$ cat src/design/rv_defs.svh
`ifndef RV_DEFS_SVH
`define RV_DEFS_SVH

// datapath widths
`define XLEN       32
`define REG_ADDR_W 5
`define RESET_PC   32'h0000_0000

// rv32i base opcodes
`define OP_RTYPE  7'b0110011
`define OP_ITYPE  7'b0010011
`define OP_LOAD   7'b0000011
`define OP_STORE  7'b0100011
`define OP_BRANCH 7'b1100011
`define OP_JAL    7'b1101111
`define OP_JALR   7'b1100111
`define OP_LUI    7'b0110111
`define OP_AUIPC  7'b0010111
`define OP_SYSTEM 7'b1110011

`endif

$ cat src/design/rv_pkg.sv
`include "rv_defs.svh"

package rv_pkg;

    typedef enum logic [3:0] {
        ALU_ADD,
        ALU_SUB,
        ALU_SLL,
        ALU_SLT,
        ALU_SLTU,
        ALU_XOR,
        ALU_SRL,
        ALU_SRA,
        ALU_OR,
        ALU_AND,
        ALU_PASS_B
    } alu_op_t;

    // writeback value source
    typedef enum logic [1:0] {
        RES_ALU,
        RES_MEM,
        RES_PC4
    } result_src_t;

    typedef struct packed {
        alu_op_t     alu_op;
        logic        b_is_imm;
        logic        a_is_pc;
        logic        reg_write;
        logic        mem_read;
        logic        mem_write;
        logic        branch;
        logic        jump;
        logic        jalr;
        logic [2:0]  funct3;
        result_src_t result_src;
        logic        ebreak;
    } ctrl_t;

    // ------------------------------------------------------------------
    // stage payloads
    // ------------------------------------------------------------------
    typedef struct packed {
        logic [`XLEN-1:0] pc;
        logic [`XLEN-1:0] instr;
    } if_id_t;

    typedef struct packed {
        ctrl_t                  ctrl;
        logic [`XLEN-1:0]       pc;
        logic [`XLEN-1:0]       rs1_val;
        logic [`XLEN-1:0]       rs2_val;
        logic [`REG_ADDR_W-1:0] rs1;
        logic [`REG_ADDR_W-1:0] rs2;
        logic [`REG_ADDR_W-1:0] rd;
        logic [`XLEN-1:0]       imm;
    } id_ex_t;

    typedef struct packed {
        ctrl_t                  ctrl;
        logic [`XLEN-1:0]       pc;
        logic [`XLEN-1:0]       result;
        logic [`XLEN-1:0]       store_data;
        logic [`REG_ADDR_W-1:0] rd;
    } ex_mem_t;

    typedef struct packed {
        ctrl_t                  ctrl;
        logic [`XLEN-1:0]       pc;
        logic [`XLEN-1:0]       result;
        logic [`XLEN-1:0]       load_data;
        logic [`REG_ADDR_W-1:0] rd;
    } mem_wb_t;

endpackage

$ cat src/design/wb_bus_if.sv
`timescale 1ns/10ps
`include "rv_defs.svh"

// late-stage results seen by the forwarding logic
interface wb_bus_if;
    logic [`REG_ADDR_W-1:0] mem_rd;
    logic                   mem_reg_write;
    logic [`XLEN-1:0]       mem_result;
    logic [`REG_ADDR_W-1:0] wb_rd;
    logic                   wb_reg_write;
    logic [`XLEN-1:0]       wb_result;

    modport source (
        output mem_rd, mem_reg_write, mem_result,
        output wb_rd, wb_reg_write, wb_result
    );

    modport sink (
        input mem_rd, mem_reg_write, mem_result,
        input wb_rd, wb_reg_write, wb_result
    );
endinterface

$ cat src/design/stage_reg.sv
`timescale 1ns/10ps

module stage_reg #(
    parameter type payload_t = logic
) (
    input  logic     clk,
    input  logic     rst,
    input  logic     hold,
    input  logic     flush,
    input  logic     in_valid,
    input  payload_t in_data,
    output logic     out_valid,
    output payload_t out_data
);
    // flush wins over hold
    always_ff @(posedge clk or posedge rst) begin
        if (rst)
            out_valid <= 1'b0;
        else if (flush)
            out_valid <= 1'b0;
        else if (!hold)
            out_valid <= in_valid;
    end

    always_ff @(posedge clk) begin
        if (!hold)
            out_data <= in_data;
    end
endmodule

$ cat src/design/rv_decoder.sv
`timescale 1ns/10ps
`include "rv_defs.svh"

module rv_decoder import rv_pkg::*; (
    input  logic [`XLEN-1:0]       instr,
    output ctrl_t                  ctrl,
    output logic [`REG_ADDR_W-1:0] rs1,
    output logic [`REG_ADDR_W-1:0] rs2,
    output logic [`REG_ADDR_W-1:0] rd,
    output logic [`XLEN-1:0]       imm
);
    logic [6:0]       opcode;
    logic [2:0]       funct3;
    logic             alt;
    logic [`XLEN-1:0] imm_i;
    logic [`XLEN-1:0] imm_s;
    logic [`XLEN-1:0] imm_b;
    logic [`XLEN-1:0] imm_u;
    logic [`XLEN-1:0] imm_j;
    alu_op_t          arith_op;

    assign opcode = instr[6:0];
    assign funct3 = instr[14:12];
    assign alt    = instr[30];

    assign imm_i = {{20{instr[31]}}, instr[31:20]};
    assign imm_s = {{20{instr[31]}}, instr[31:25], instr[11:7]};
    assign imm_b = {{19{instr[31]}}, instr[31], instr[7], instr[30:25], instr[11:8], 1'b0};
    assign imm_u = {instr[31:12], 12'b0};
    assign imm_j = {{11{instr[31]}}, instr[31], instr[19:12], instr[20], instr[30:21], 1'b0};

    // shared by reg-reg and reg-imm forms
    always_comb begin
        case (funct3)
            3'b000: arith_op = ALU_ADD;
            3'b001: arith_op = ALU_SLL;
            3'b010: arith_op = ALU_SLT;
            3'b011: arith_op = ALU_SLTU;
            3'b100: arith_op = ALU_XOR;
            3'b101: arith_op = alt ? ALU_SRA : ALU_SRL;
            3'b110: arith_op = ALU_OR;
            default: arith_op = ALU_AND;
        endcase
    end

    always_comb begin
        ctrl = '0;
        imm  = imm_i;
        rs1  = instr[19:15];
        rs2  = '0;
        rd   = instr[11:7];
        case (opcode)
            `OP_RTYPE: begin
                ctrl.alu_op    = (funct3 == 3'b000 && alt) ? ALU_SUB : arith_op;
                ctrl.reg_write = 1'b1;
                rs2            = instr[24:20];
            end
            `OP_ITYPE: begin
                ctrl.alu_op    = arith_op;
                ctrl.b_is_imm  = 1'b1;
                ctrl.reg_write = 1'b1;
            end
            `OP_LOAD: begin
                ctrl.b_is_imm   = 1'b1;
                ctrl.mem_read   = 1'b1;
                ctrl.reg_write  = 1'b1;
                ctrl.result_src = RES_MEM;
            end
            `OP_STORE: begin
                ctrl.b_is_imm  = 1'b1;
                ctrl.mem_write = 1'b1;
                imm            = imm_s;
                rs2            = instr[24:20];
            end
            `OP_BRANCH: begin
                // beq/bne on zero, the rest on the compare bit
                case (funct3[2:1])
                    2'b10: ctrl.alu_op = ALU_SLT;
                    2'b11: ctrl.alu_op = ALU_SLTU;
                    default: ctrl.alu_op = ALU_SUB;
                endcase
                ctrl.branch = 1'b1;
                ctrl.funct3 = funct3;
                imm         = imm_b;
                rs2         = instr[24:20];
            end
            `OP_JAL: begin
                ctrl.jump       = 1'b1;
                ctrl.reg_write  = 1'b1;
                ctrl.result_src = RES_PC4;
                imm             = imm_j;
                rs1             = '0;
            end
            `OP_JALR: begin
                ctrl.jump       = 1'b1;
                ctrl.jalr       = 1'b1;
                ctrl.reg_write  = 1'b1;
                ctrl.result_src = RES_PC4;
            end
            `OP_LUI: begin
                ctrl.alu_op    = ALU_PASS_B;
                ctrl.b_is_imm  = 1'b1;
                ctrl.reg_write = 1'b1;
                imm            = imm_u;
                rs1            = '0;
            end
            `OP_AUIPC: begin
                ctrl.a_is_pc   = 1'b1;
                ctrl.b_is_imm  = 1'b1;
                ctrl.reg_write = 1'b1;
                imm            = imm_u;
                rs1            = '0;
            end
            `OP_SYSTEM: begin
                ctrl.ebreak = (instr[31:7] == {12'h001, 13'b0});
                rs1         = '0;
            end
            default: begin
                rs1 = '0;
            end
        endcase
    end
endmodule

$ cat src/design/reg_file.sv
`timescale 1ns/10ps
`include "rv_defs.svh"

module reg_file (
    input  logic                   clk,
    input  logic                   rst,
    input  logic [`REG_ADDR_W-1:0] waddr,
    input  logic [`XLEN-1:0]       wdata,
    input  logic                   wen,
    input  logic [`REG_ADDR_W-1:0] raddr1,
    input  logic [`REG_ADDR_W-1:0] raddr2,
    output logic [`XLEN-1:0]       rdata1,
    output logic [`XLEN-1:0]       rdata2
);
    logic [`XLEN-1:0] regs [1:31];

    // x0 reads zero and a same-cycle write passes through
    function automatic logic [`XLEN-1:0] read_port(input logic [`REG_ADDR_W-1:0] addr);
        if (addr == '0)
            return '0;
        else if (wen && addr == waddr)
            return wdata;
        else
            return regs[addr];
    endfunction

    always_ff @(posedge clk or posedge rst) begin
        if (rst) begin
            for (int i = 1; i < 32; i++)
                regs[i] <= '0;
        end else if (wen && waddr != '0) begin
            regs[waddr] <= wdata;
        end
    end

    always_comb begin
        rdata1 = read_port(raddr1);
        rdata2 = read_port(raddr2);
    end
endmodule

$ cat src/design/rv_alu.sv
`timescale 1ns/10ps
`include "rv_defs.svh"

module rv_alu import rv_pkg::*; (
    input  alu_op_t          op,
    input  logic [`XLEN-1:0] a,
    input  logic [`XLEN-1:0] b,
    output logic [`XLEN-1:0] y,
    output logic             zero
);
    logic [4:0] shamt;

    assign shamt = b[4:0];

    always_comb begin
        case (op)
            ALU_ADD:    y = a + b;
            ALU_SUB:    y = a - b;
            ALU_SLL:    y = a << shamt;
            ALU_SLT:    y = {{(`XLEN-1){1'b0}}, $signed(a) < $signed(b)};
            ALU_SLTU:   y = {{(`XLEN-1){1'b0}}, a < b};
            ALU_XOR:    y = a ^ b;
            ALU_SRL:    y = a >> shamt;
            ALU_SRA:    y = $signed(a) >>> shamt;
            ALU_OR:     y = a | b;
            ALU_AND:    y = a & b;
            ALU_PASS_B: y = b;
            default:    y = '0;
        endcase
    end

    // beq/bne look at this
    assign zero = (y == '0);
endmodule

$ cat src/design/branch_unit.sv
`timescale 1ns/10ps
`include "rv_defs.svh"

module branch_unit import rv_pkg::*; (
    input  ctrl_t            ctrl,
    input  logic             valid,
    input  logic [`XLEN-1:0] pc,
    input  logic [`XLEN-1:0] imm,
    input  logic [`XLEN-1:0] rs1_val,
    input  logic [`XLEN-1:0] alu_y,
    input  logic             alu_zero,
    output logic             redirect,
    output logic [`XLEN-1:0] target
);
    logic taken;

    // funct3 bit 0 inverts the sense
    always_comb begin
        case (ctrl.funct3[2:1])
            2'b00:   taken = alu_zero ^ ctrl.funct3[0];
            2'b10,
            2'b11:   taken = alu_y[0] ^ ctrl.funct3[0];
            default: taken = 1'b0;
        endcase
    end

    assign redirect = valid && (ctrl.jump || (ctrl.branch && taken));
    assign target   = ctrl.jalr ? ((rs1_val + imm) & ~`XLEN'd1) : pc + imm;
endmodule

$ cat src/design/hazard_unit.sv
`timescale 1ns/10ps
`include "rv_defs.svh"

module hazard_unit (
    wb_bus_if.sink                 bus,
    input  logic [`REG_ADDR_W-1:0] ex_rs1,
    input  logic [`REG_ADDR_W-1:0] ex_rs2,
    input  logic [`XLEN-1:0]       ex_rs1_val,
    input  logic [`XLEN-1:0]       ex_rs2_val,
    input  logic                   ex_mem_read,
    input  logic [`REG_ADDR_W-1:0] ex_rd,
    input  logic                   ex_valid,
    input  logic [`REG_ADDR_W-1:0] id_rs1,
    input  logic [`REG_ADDR_W-1:0] id_rs2,
    output logic [`XLEN-1:0]       fwd_rs1,
    output logic [`XLEN-1:0]       fwd_rs2,
    output logic                   load_stall
);
    // memory stage is younger, so it wins
    function automatic logic [`XLEN-1:0] pick(
        input logic [`REG_ADDR_W-1:0] rs,
        input logic [`XLEN-1:0]       reg_val
    );
        if (rs != '0 && bus.mem_reg_write && bus.mem_rd == rs)
            return bus.mem_result;
        else if (rs != '0 && bus.wb_reg_write && bus.wb_rd == rs)
            return bus.wb_result;
        else
            return reg_val;
    endfunction

    always_comb begin
        fwd_rs1 = pick(ex_rs1, ex_rs1_val);
        fwd_rs2 = pick(ex_rs2, ex_rs2_val);
    end

    // load data only exists one stage later
    assign load_stall = ex_valid && ex_mem_read && ex_rd != '0
                        && (ex_rd == id_rs1 || ex_rd == id_rs2);
endmodule

$ cat src/design/rv_core.sv
`timescale 1ns/10ps
`include "rv_defs.svh"

module rv_core import rv_pkg::*; (
    input  logic             clk,
    input  logic             rst,
    input  logic [`XLEN-1:0] imem_data,
    input  logic [`XLEN-1:0] dmem_rdata,
    output logic [`XLEN-1:0] imem_addr,
    output logic [`XLEN-1:0] dmem_addr,
    output logic [`XLEN-1:0] dmem_wdata,
    output logic             dmem_wen,
    output logic             dmem_ren,
    output logic             retire_valid,
    output logic [`XLEN-1:0] retire_pc,
    output logic             ebreak
);
    logic [`XLEN-1:0]       pc;
    logic                   redirect;
    logic                   load_stall;
    logic [`XLEN-1:0]       target;
    if_id_t                 fd_in, fd_q;
    id_ex_t                 de_in, de_q;
    ex_mem_t                em_in, em_q;
    mem_wb_t                mw_in, mw_q;
    logic                   fd_valid, de_valid, em_valid, mw_valid;
    ctrl_t                  dec_ctrl;
    logic [`REG_ADDR_W-1:0] dec_rs1, dec_rs2, dec_rd;
    logic [`XLEN-1:0]       dec_imm, rf_rd1, rf_rd2;
    logic [`XLEN-1:0]       fwd_rs1, fwd_rs2, alu_a, alu_b, alu_y, ex_result;
    logic                   alu_zero;
    logic [`XLEN-1:0]       wb_value;
    logic                   wb_wen;

    wb_bus_if fwd_bus ();

    // ------------------------------------------------------------------
    // fetch
    // ------------------------------------------------------------------
    always_ff @(posedge clk or posedge rst) begin
        if (rst)
            pc <= `RESET_PC;
        else if (redirect)
            pc <= target;
        else if (!load_stall)
            pc <= pc + `XLEN'd4;
    end

    assign imem_addr = pc;
    assign fd_in     = '{pc: pc, instr: imem_data};

    stage_reg #(.payload_t(if_id_t)) u_fd (
        .clk(clk), .rst(rst), .hold(load_stall), .flush(redirect),
        .in_valid(1'b1), .in_data(fd_in), .out_valid(fd_valid), .out_data(fd_q)
    );

    // ------------------------------------------------------------------
    // decode
    // ------------------------------------------------------------------
    rv_decoder u_dec (
        .instr(fd_q.instr), .ctrl(dec_ctrl), .rs1(dec_rs1), .rs2(dec_rs2),
        .rd(dec_rd), .imm(dec_imm)
    );

    reg_file u_rf (
        .clk(clk), .rst(rst), .waddr(mw_q.rd), .wdata(wb_value), .wen(wb_wen),
        .raddr1(dec_rs1), .raddr2(dec_rs2), .rdata1(rf_rd1), .rdata2(rf_rd2)
    );

    assign de_in = '{ctrl: dec_ctrl, pc: fd_q.pc, rs1_val: rf_rd1, rs2_val: rf_rd2,
                     rs1: dec_rs1, rs2: dec_rs2, rd: dec_rd, imm: dec_imm};

    // a stall drops a bubble into execute
    stage_reg #(.payload_t(id_ex_t)) u_de (
        .clk(clk), .rst(rst), .hold(1'b0), .flush(redirect || load_stall),
        .in_valid(fd_valid), .in_data(de_in), .out_valid(de_valid), .out_data(de_q)
    );

    // ------------------------------------------------------------------
    // execute
    // ------------------------------------------------------------------
    hazard_unit u_haz (
        .bus(fwd_bus.sink), .ex_rs1(de_q.rs1), .ex_rs2(de_q.rs2),
        .ex_rs1_val(de_q.rs1_val), .ex_rs2_val(de_q.rs2_val),
        .ex_mem_read(de_q.ctrl.mem_read), .ex_rd(de_q.rd), .ex_valid(de_valid),
        .id_rs1(dec_rs1), .id_rs2(dec_rs2), .fwd_rs1(fwd_rs1), .fwd_rs2(fwd_rs2),
        .load_stall(load_stall)
    );

    assign alu_a = de_q.ctrl.a_is_pc ? de_q.pc : fwd_rs1;
    assign alu_b = de_q.ctrl.b_is_imm ? de_q.imm : fwd_rs2;

    rv_alu u_alu (
        .op(de_q.ctrl.alu_op), .a(alu_a), .b(alu_b), .y(alu_y), .zero(alu_zero)
    );

    branch_unit u_br (
        .ctrl(de_q.ctrl), .valid(de_valid), .pc(de_q.pc), .imm(de_q.imm),
        .rs1_val(fwd_rs1), .alu_y(alu_y), .alu_zero(alu_zero),
        .redirect(redirect), .target(target)
    );

    // link address for jal/jalr
    assign ex_result = (de_q.ctrl.result_src == RES_PC4) ? de_q.pc + `XLEN'd4 : alu_y;
    assign em_in     = '{ctrl: de_q.ctrl, pc: de_q.pc, result: ex_result,
                         store_data: fwd_rs2, rd: de_q.rd};

    stage_reg #(.payload_t(ex_mem_t)) u_em (
        .clk(clk), .rst(rst), .hold(1'b0), .flush(1'b0),
        .in_valid(de_valid), .in_data(em_in), .out_valid(em_valid), .out_data(em_q)
    );

    // ------------------------------------------------------------------
    // memory and writeback
    // ------------------------------------------------------------------
    assign dmem_addr  = em_q.result;
    assign dmem_wdata = em_q.store_data;
    assign dmem_wen   = em_valid && em_q.ctrl.mem_write;
    assign dmem_ren   = em_valid && em_q.ctrl.mem_read;
    assign mw_in      = '{ctrl: em_q.ctrl, pc: em_q.pc, result: em_q.result,
                          load_data: dmem_rdata, rd: em_q.rd};

    stage_reg #(.payload_t(mem_wb_t)) u_mw (
        .clk(clk), .rst(rst), .hold(1'b0), .flush(1'b0),
        .in_valid(em_valid), .in_data(mw_in), .out_valid(mw_valid), .out_data(mw_q)
    );

    assign wb_value = (mw_q.ctrl.result_src == RES_MEM) ? mw_q.load_data : mw_q.result;
    assign wb_wen   = mw_valid && mw_q.ctrl.reg_write;

    assign fwd_bus.mem_rd        = em_q.rd;
    assign fwd_bus.mem_reg_write = em_valid && em_q.ctrl.reg_write;
    assign fwd_bus.mem_result    = em_q.result;
    assign fwd_bus.wb_rd         = mw_q.rd;
    assign fwd_bus.wb_reg_write  = wb_wen;
    assign fwd_bus.wb_result     = wb_value;

    assign retire_valid = mw_valid;
    assign retire_pc    = mw_q.pc;
    assign ebreak       = mw_valid && mw_q.ctrl.ebreak;
endmodule

$ cat config.mk
export PLATFORM = sky130hd
export DESIGN_NAME = rv_core
export DESIGN_NICKNAME = d
export VERILOG_FILES = /design/src/design/rv_pkg.sv /design/src/design/wb_bus_if.sv /design/src/design/stage_reg.sv /design/src/design/rv_decoder.sv /design/src/design/reg_file.sv /design/src/design/rv_alu.sv /design/src/design/branch_unit.sv /design/src/design/hazard_unit.sv /design/src/design/rv_core.sv
export VERILOG_INCLUDE_DIRS = /design/src /design/src/design
export SDC_FILE = /design/constraint.sdc
export NUM_CORES = 2
export LEC_CHECK = 0
export BUFFER_PORTS_ARGS = -buffer_cell sky130_fd_sc_hd__buf_2
export CORE_MARGIN = 2
export CORE_UTILIZATION = 45
export CTS_CLUSTER_SIZE = 12
export DETAILED_ROUTE_END_ITERATION = 16
export HOLD_SLACK_MARGIN = 0.02
export PLACE_DENSITY = 0.64
export SYNTH_ARGS = -nofsm -noshare
export SYNTH_HDL_FRONTEND = slang
export SYNTH_SLANG_ARGS = --single-unit
$ cat constraint.sdc
create_clock -name clk -period 50.1 [get_ports clk]
set_clock_uncertainty 0.15 [all_clocks]
set_input_delay 12.525 -clock clk [delete_from_list [all_inputs] [get_ports clk]]
set_output_delay 12.525 -clock clk [all_outputs]
set_load 0.01 [all_outputs]
==> flow_summary_export.csv <==
group,metric,value,unit
power,peakVddDrop,0.0298,mV
timing,hold_viol_final,0,
cts,cts_tree,"yes",
finish,post-route-cell-area,90300,sq um
synthesis,synth_top_cell_by_area,"dfrtp_1",
floorplanning,core,182000,sq um
placement,postPlaceCellArea,85000,sq um
route,route.detailed.drc,0,
route,routedWlPerCell,30.2,microns
timing,setup_violations,0,
setup_path,required,50.77,ns
placement,port-buffer-count,197,
synthesis,async_flop_share,70.2,%
setup_path,r2r_start,"u_mw.out_data[102]",
setup_path,cp-end-kind,"asynchronous set/reset pin",
finish,areaGrowthSynthToFinish,9.47,%
cts,path_clk_slew,0.06,ns
synthesis,synth_area_per_cell,8.61,sq um
cts,cts-resized-gates,0,
global_routing,grt_max_degree,154,
route,avgViaCountPerCell,6.56,
timing,final_max_slew_viol_count,0,
global_routing,grt_pass1_vias,72080,
synthesis,synth_warnings,0,
placement,hpwl,225000,microns
timing,fin_tns_setup,0,ns
timing,max_freq,0.0621,GHz
cts,post_cts_buffers,0,
global_routing,grt_pass1_wl,507000,microns
finish,fin_util,49.5,%
synthesis,postSynthCellCount,9570,
synthesis,synth_edf_count,64,
synthesis,yosys.cell_types.count,96,
power,p_per_area,32.9,nW/um^2
route,ant_nets,0,
cts,htree_levels,4,
cts,ctsLongestPathBuffers,3,
setup_path,worst_r2r_path_depth,25,
setup_path,r2r_slack,38.83,ns
setup_path,cp.arrival,16.77,ns
timing,fin_crit_sh,32.1,%
cts,ctsRootBufferMaster,"clkbuf_16",
setup_path,cp_max_fo,119,
floorplanning,rows,157,
floorplanning,die_x,432,microns
setup_path,r2r-end,"imem_addr[30]",
timing,worst_pin_slew,1.45,ns
timing,relSlewSlack,3.18,%
global_routing,antenna_found_initial,9,
synthesis,ys.flop_type,"dfrtp_1",
setup_path,crit_path_start,"rst",
finish,fill_cells,17046,
timing,post-route-min-period,16.10,ns
route,dr.pass1.iters,6,
timing,rsz0062_at_grt,"no",
worst_hold_path,hold_class,"flop to flop",
route,drt_iter0_drc,10764,
floorplanning,start_util,45.2,%
synthesis,ys_seq_area_share,42.6,%
setup_path,critPathLaunchType,"primary input",
finish,drive_above_1_share,11.3,%
status,status,"finished, final reports clean",
synthesis,synth_top_area_share,31.2,%
synthesis,syn_nets,9805,
cts,cts_buffers,161,
global_routing,globalRouteOverflowTotal,0,
cts,hold_buffers,0,
cts,clkLatencyLatePin,0.85,ns
power,p_leak,36.5,nW
setup_path,critical_path.endpoint,"imem_addr[7]",
timing,holdWs,0.175,ns
floorplanning,ios,198,
route,vias,76978,
floorplanning,die_h,432,microns
placement,gp_congestion,1.04,
synthesis,syn-cell-area,82400,sq um
flow_run,maxCapViolCount,0,
setup_path,critical_path_class,"primary input to asynchronous set/reset pin",
power,total_power,2.97,mW
global_routing,grt_use_total,36.9,%
cts,clock-sinks,1465,
synthesis,yosys-top-cells-area,"dfrtp_1 (31%), dfxtp_1 (9.1%), o21ai_0 (7.2%)",
synthesis,synth-seq-cells,1465,
floorplanning,die_area,187000,sq um
route,routed_wirelength,354000,microns
finish,nets,9458,
## cells in the mapped netlist, types with 62 or more instances
| cell | number |
|---|---|
| nand2_1 | 1324 |
| o21ai_0 | 1191 |
| dfrtp_1 | 1028 |
| a21oi_1 | 910 |
| nor2_1 | 828 |
| clkbuf_1 | 711 |
| mux2i_1 | 545 |
| dfxtp_1 | 373 |
| o221ai_1 | 207 |
| mux2_2 | 200 |
| nand3_1 | 193 |
| ha_1 | 165 |
| a211oi_1 | 137 |
| inv_1 | 118 |
| buf_4 | 111 |
| xnor2_1 | 101 |
| a32oi_1 | 96 |
| o22ai_1 | 91 |
| o211ai_1 | 75 |
| nor2b_1 | 73 |
| a311oi_1 | 71 |
| nor3_1 | 69 |
| buf_1 | 68 |
| edfxtp_1 | 64 |
| and3_1 | 63 |
| xor2_1 | 62 |
## power breakdown
part / total, mW / switching, mW / internal (mW)
Sequential: 1.37 / 0.0873 / 1.29
Clock: 1.20 / 0.513 / 0.683
Combinational: 0.403 / 0.257 / 0.146
## cell type report
| cell class | count | area (sq um) | area share, % |
|---|---|---|---|
| inverters | 126 | 520 | 0.577 |
| multi-input cells | 7041 | 43500 | 48.2 |
| diodes | 5 | 12.5 | 0.0139 |
| well taps | 2385 | 2980 | 3.31 |
| flip-flops and latches | 1465 | 35100 | 38.9 |
| clock inverters | 40 | 541 | 0.599 |
| clock buffers | 250 | 4730 | 5.24 |
| repair buffers | 428 | 2820 | 3.12 |
## metrics by stage
stage                     setup WS [ns]  cells
after floorplan                    8.50   9570
after global placement            33.12  11443
after detailed placement          33.06  11444
after CTS                         33.94  11734
after global routing              33.44  11735
final                             34.00  11740
## sequential cells by signal (all words and copies together), names as in the netlist
| signal | flops |
|---|---|
| u_fd.out_data | 64 |
| u_rf.regs | 992 |
| u_em.out_data | 107 |
| imem_addr | 32 |
| u_de.out_data | 161 |
| u_fd.out_valid | 1 |
| u_de.out_valid | 1 |
| u_em.out_valid | 1 |
| u_mw.out_valid | 1 |
| u_mw.out_data | 105 |
## critical path, stage by stage
cell	delay, ns
buf_2	0.16
inv_8	0.55
buf_4	0.79
buf_4	0.84
buf_4	0.74
buf_4	0.89
## placed cells by master, fill, tap and decap left out, drive strengths merged, types with 200 or more instances in the layout
cell type	n
nor2	831
a21oi	916
nand2	1324
dfxtp	373
o21ai	1202
dfrtp	1028
buf	428
o221ai	207
clkbuf	250
mux2	200
mux2i	546
## kinds of logic after synthesis
family | after synthesis | synth area share (%)
AOI/OAI and AO/OA | 3182 | 23.8
and+or+nand+nor | 2774 | 14.3
DFF | 1465 | 42.6
buffers and inverters | 1064 | 5.49
muxes | 753 | 9.56
adders and majority gates | 169 | 2.60
xor gates and xnor gates | 163 | 1.73
## worst min-delay path by stage
| stage | depth (start not counted) | slack (ns) | endpoint | start |
|---|---|---|---|---|
| after floorplan | 0 | 0.16 | u_em.out_data[101] | u_de.out_data[143] |
| after global placement | 0 | 0.16 | u_mw.out_data[81] | u_em.out_data[81] |
| final | 0 | 0.18 | u_mw.out_data[79] | u_em.out_data[79] |
| after CTS | 0 | 0.17 | u_mw.out_data[72] | u_em.out_data[72] |
| after global routing | 0 | 0.17 | u_mw.out_data[72] | u_em.out_data[72] |
| after detailed placement | 0 | 0.16 | u_mw.out_data[72] | u_em.out_data[72] |
## per-layer routing
| layer | part of all wire, % | wire, microns | global-route usage [%] |
|---|---|---|---|
| met5 | 0.0076 | 27 | 0 |
| met4 | 7.9 | 28200 | 25.5 |
| met3 | 10 | 36400 | 8.15 |
| met2 | 43 | 152000 | 55.1 |
| met1 | 39 | 137000 | 47.5 |
Power figures use the tool's default switching activity.
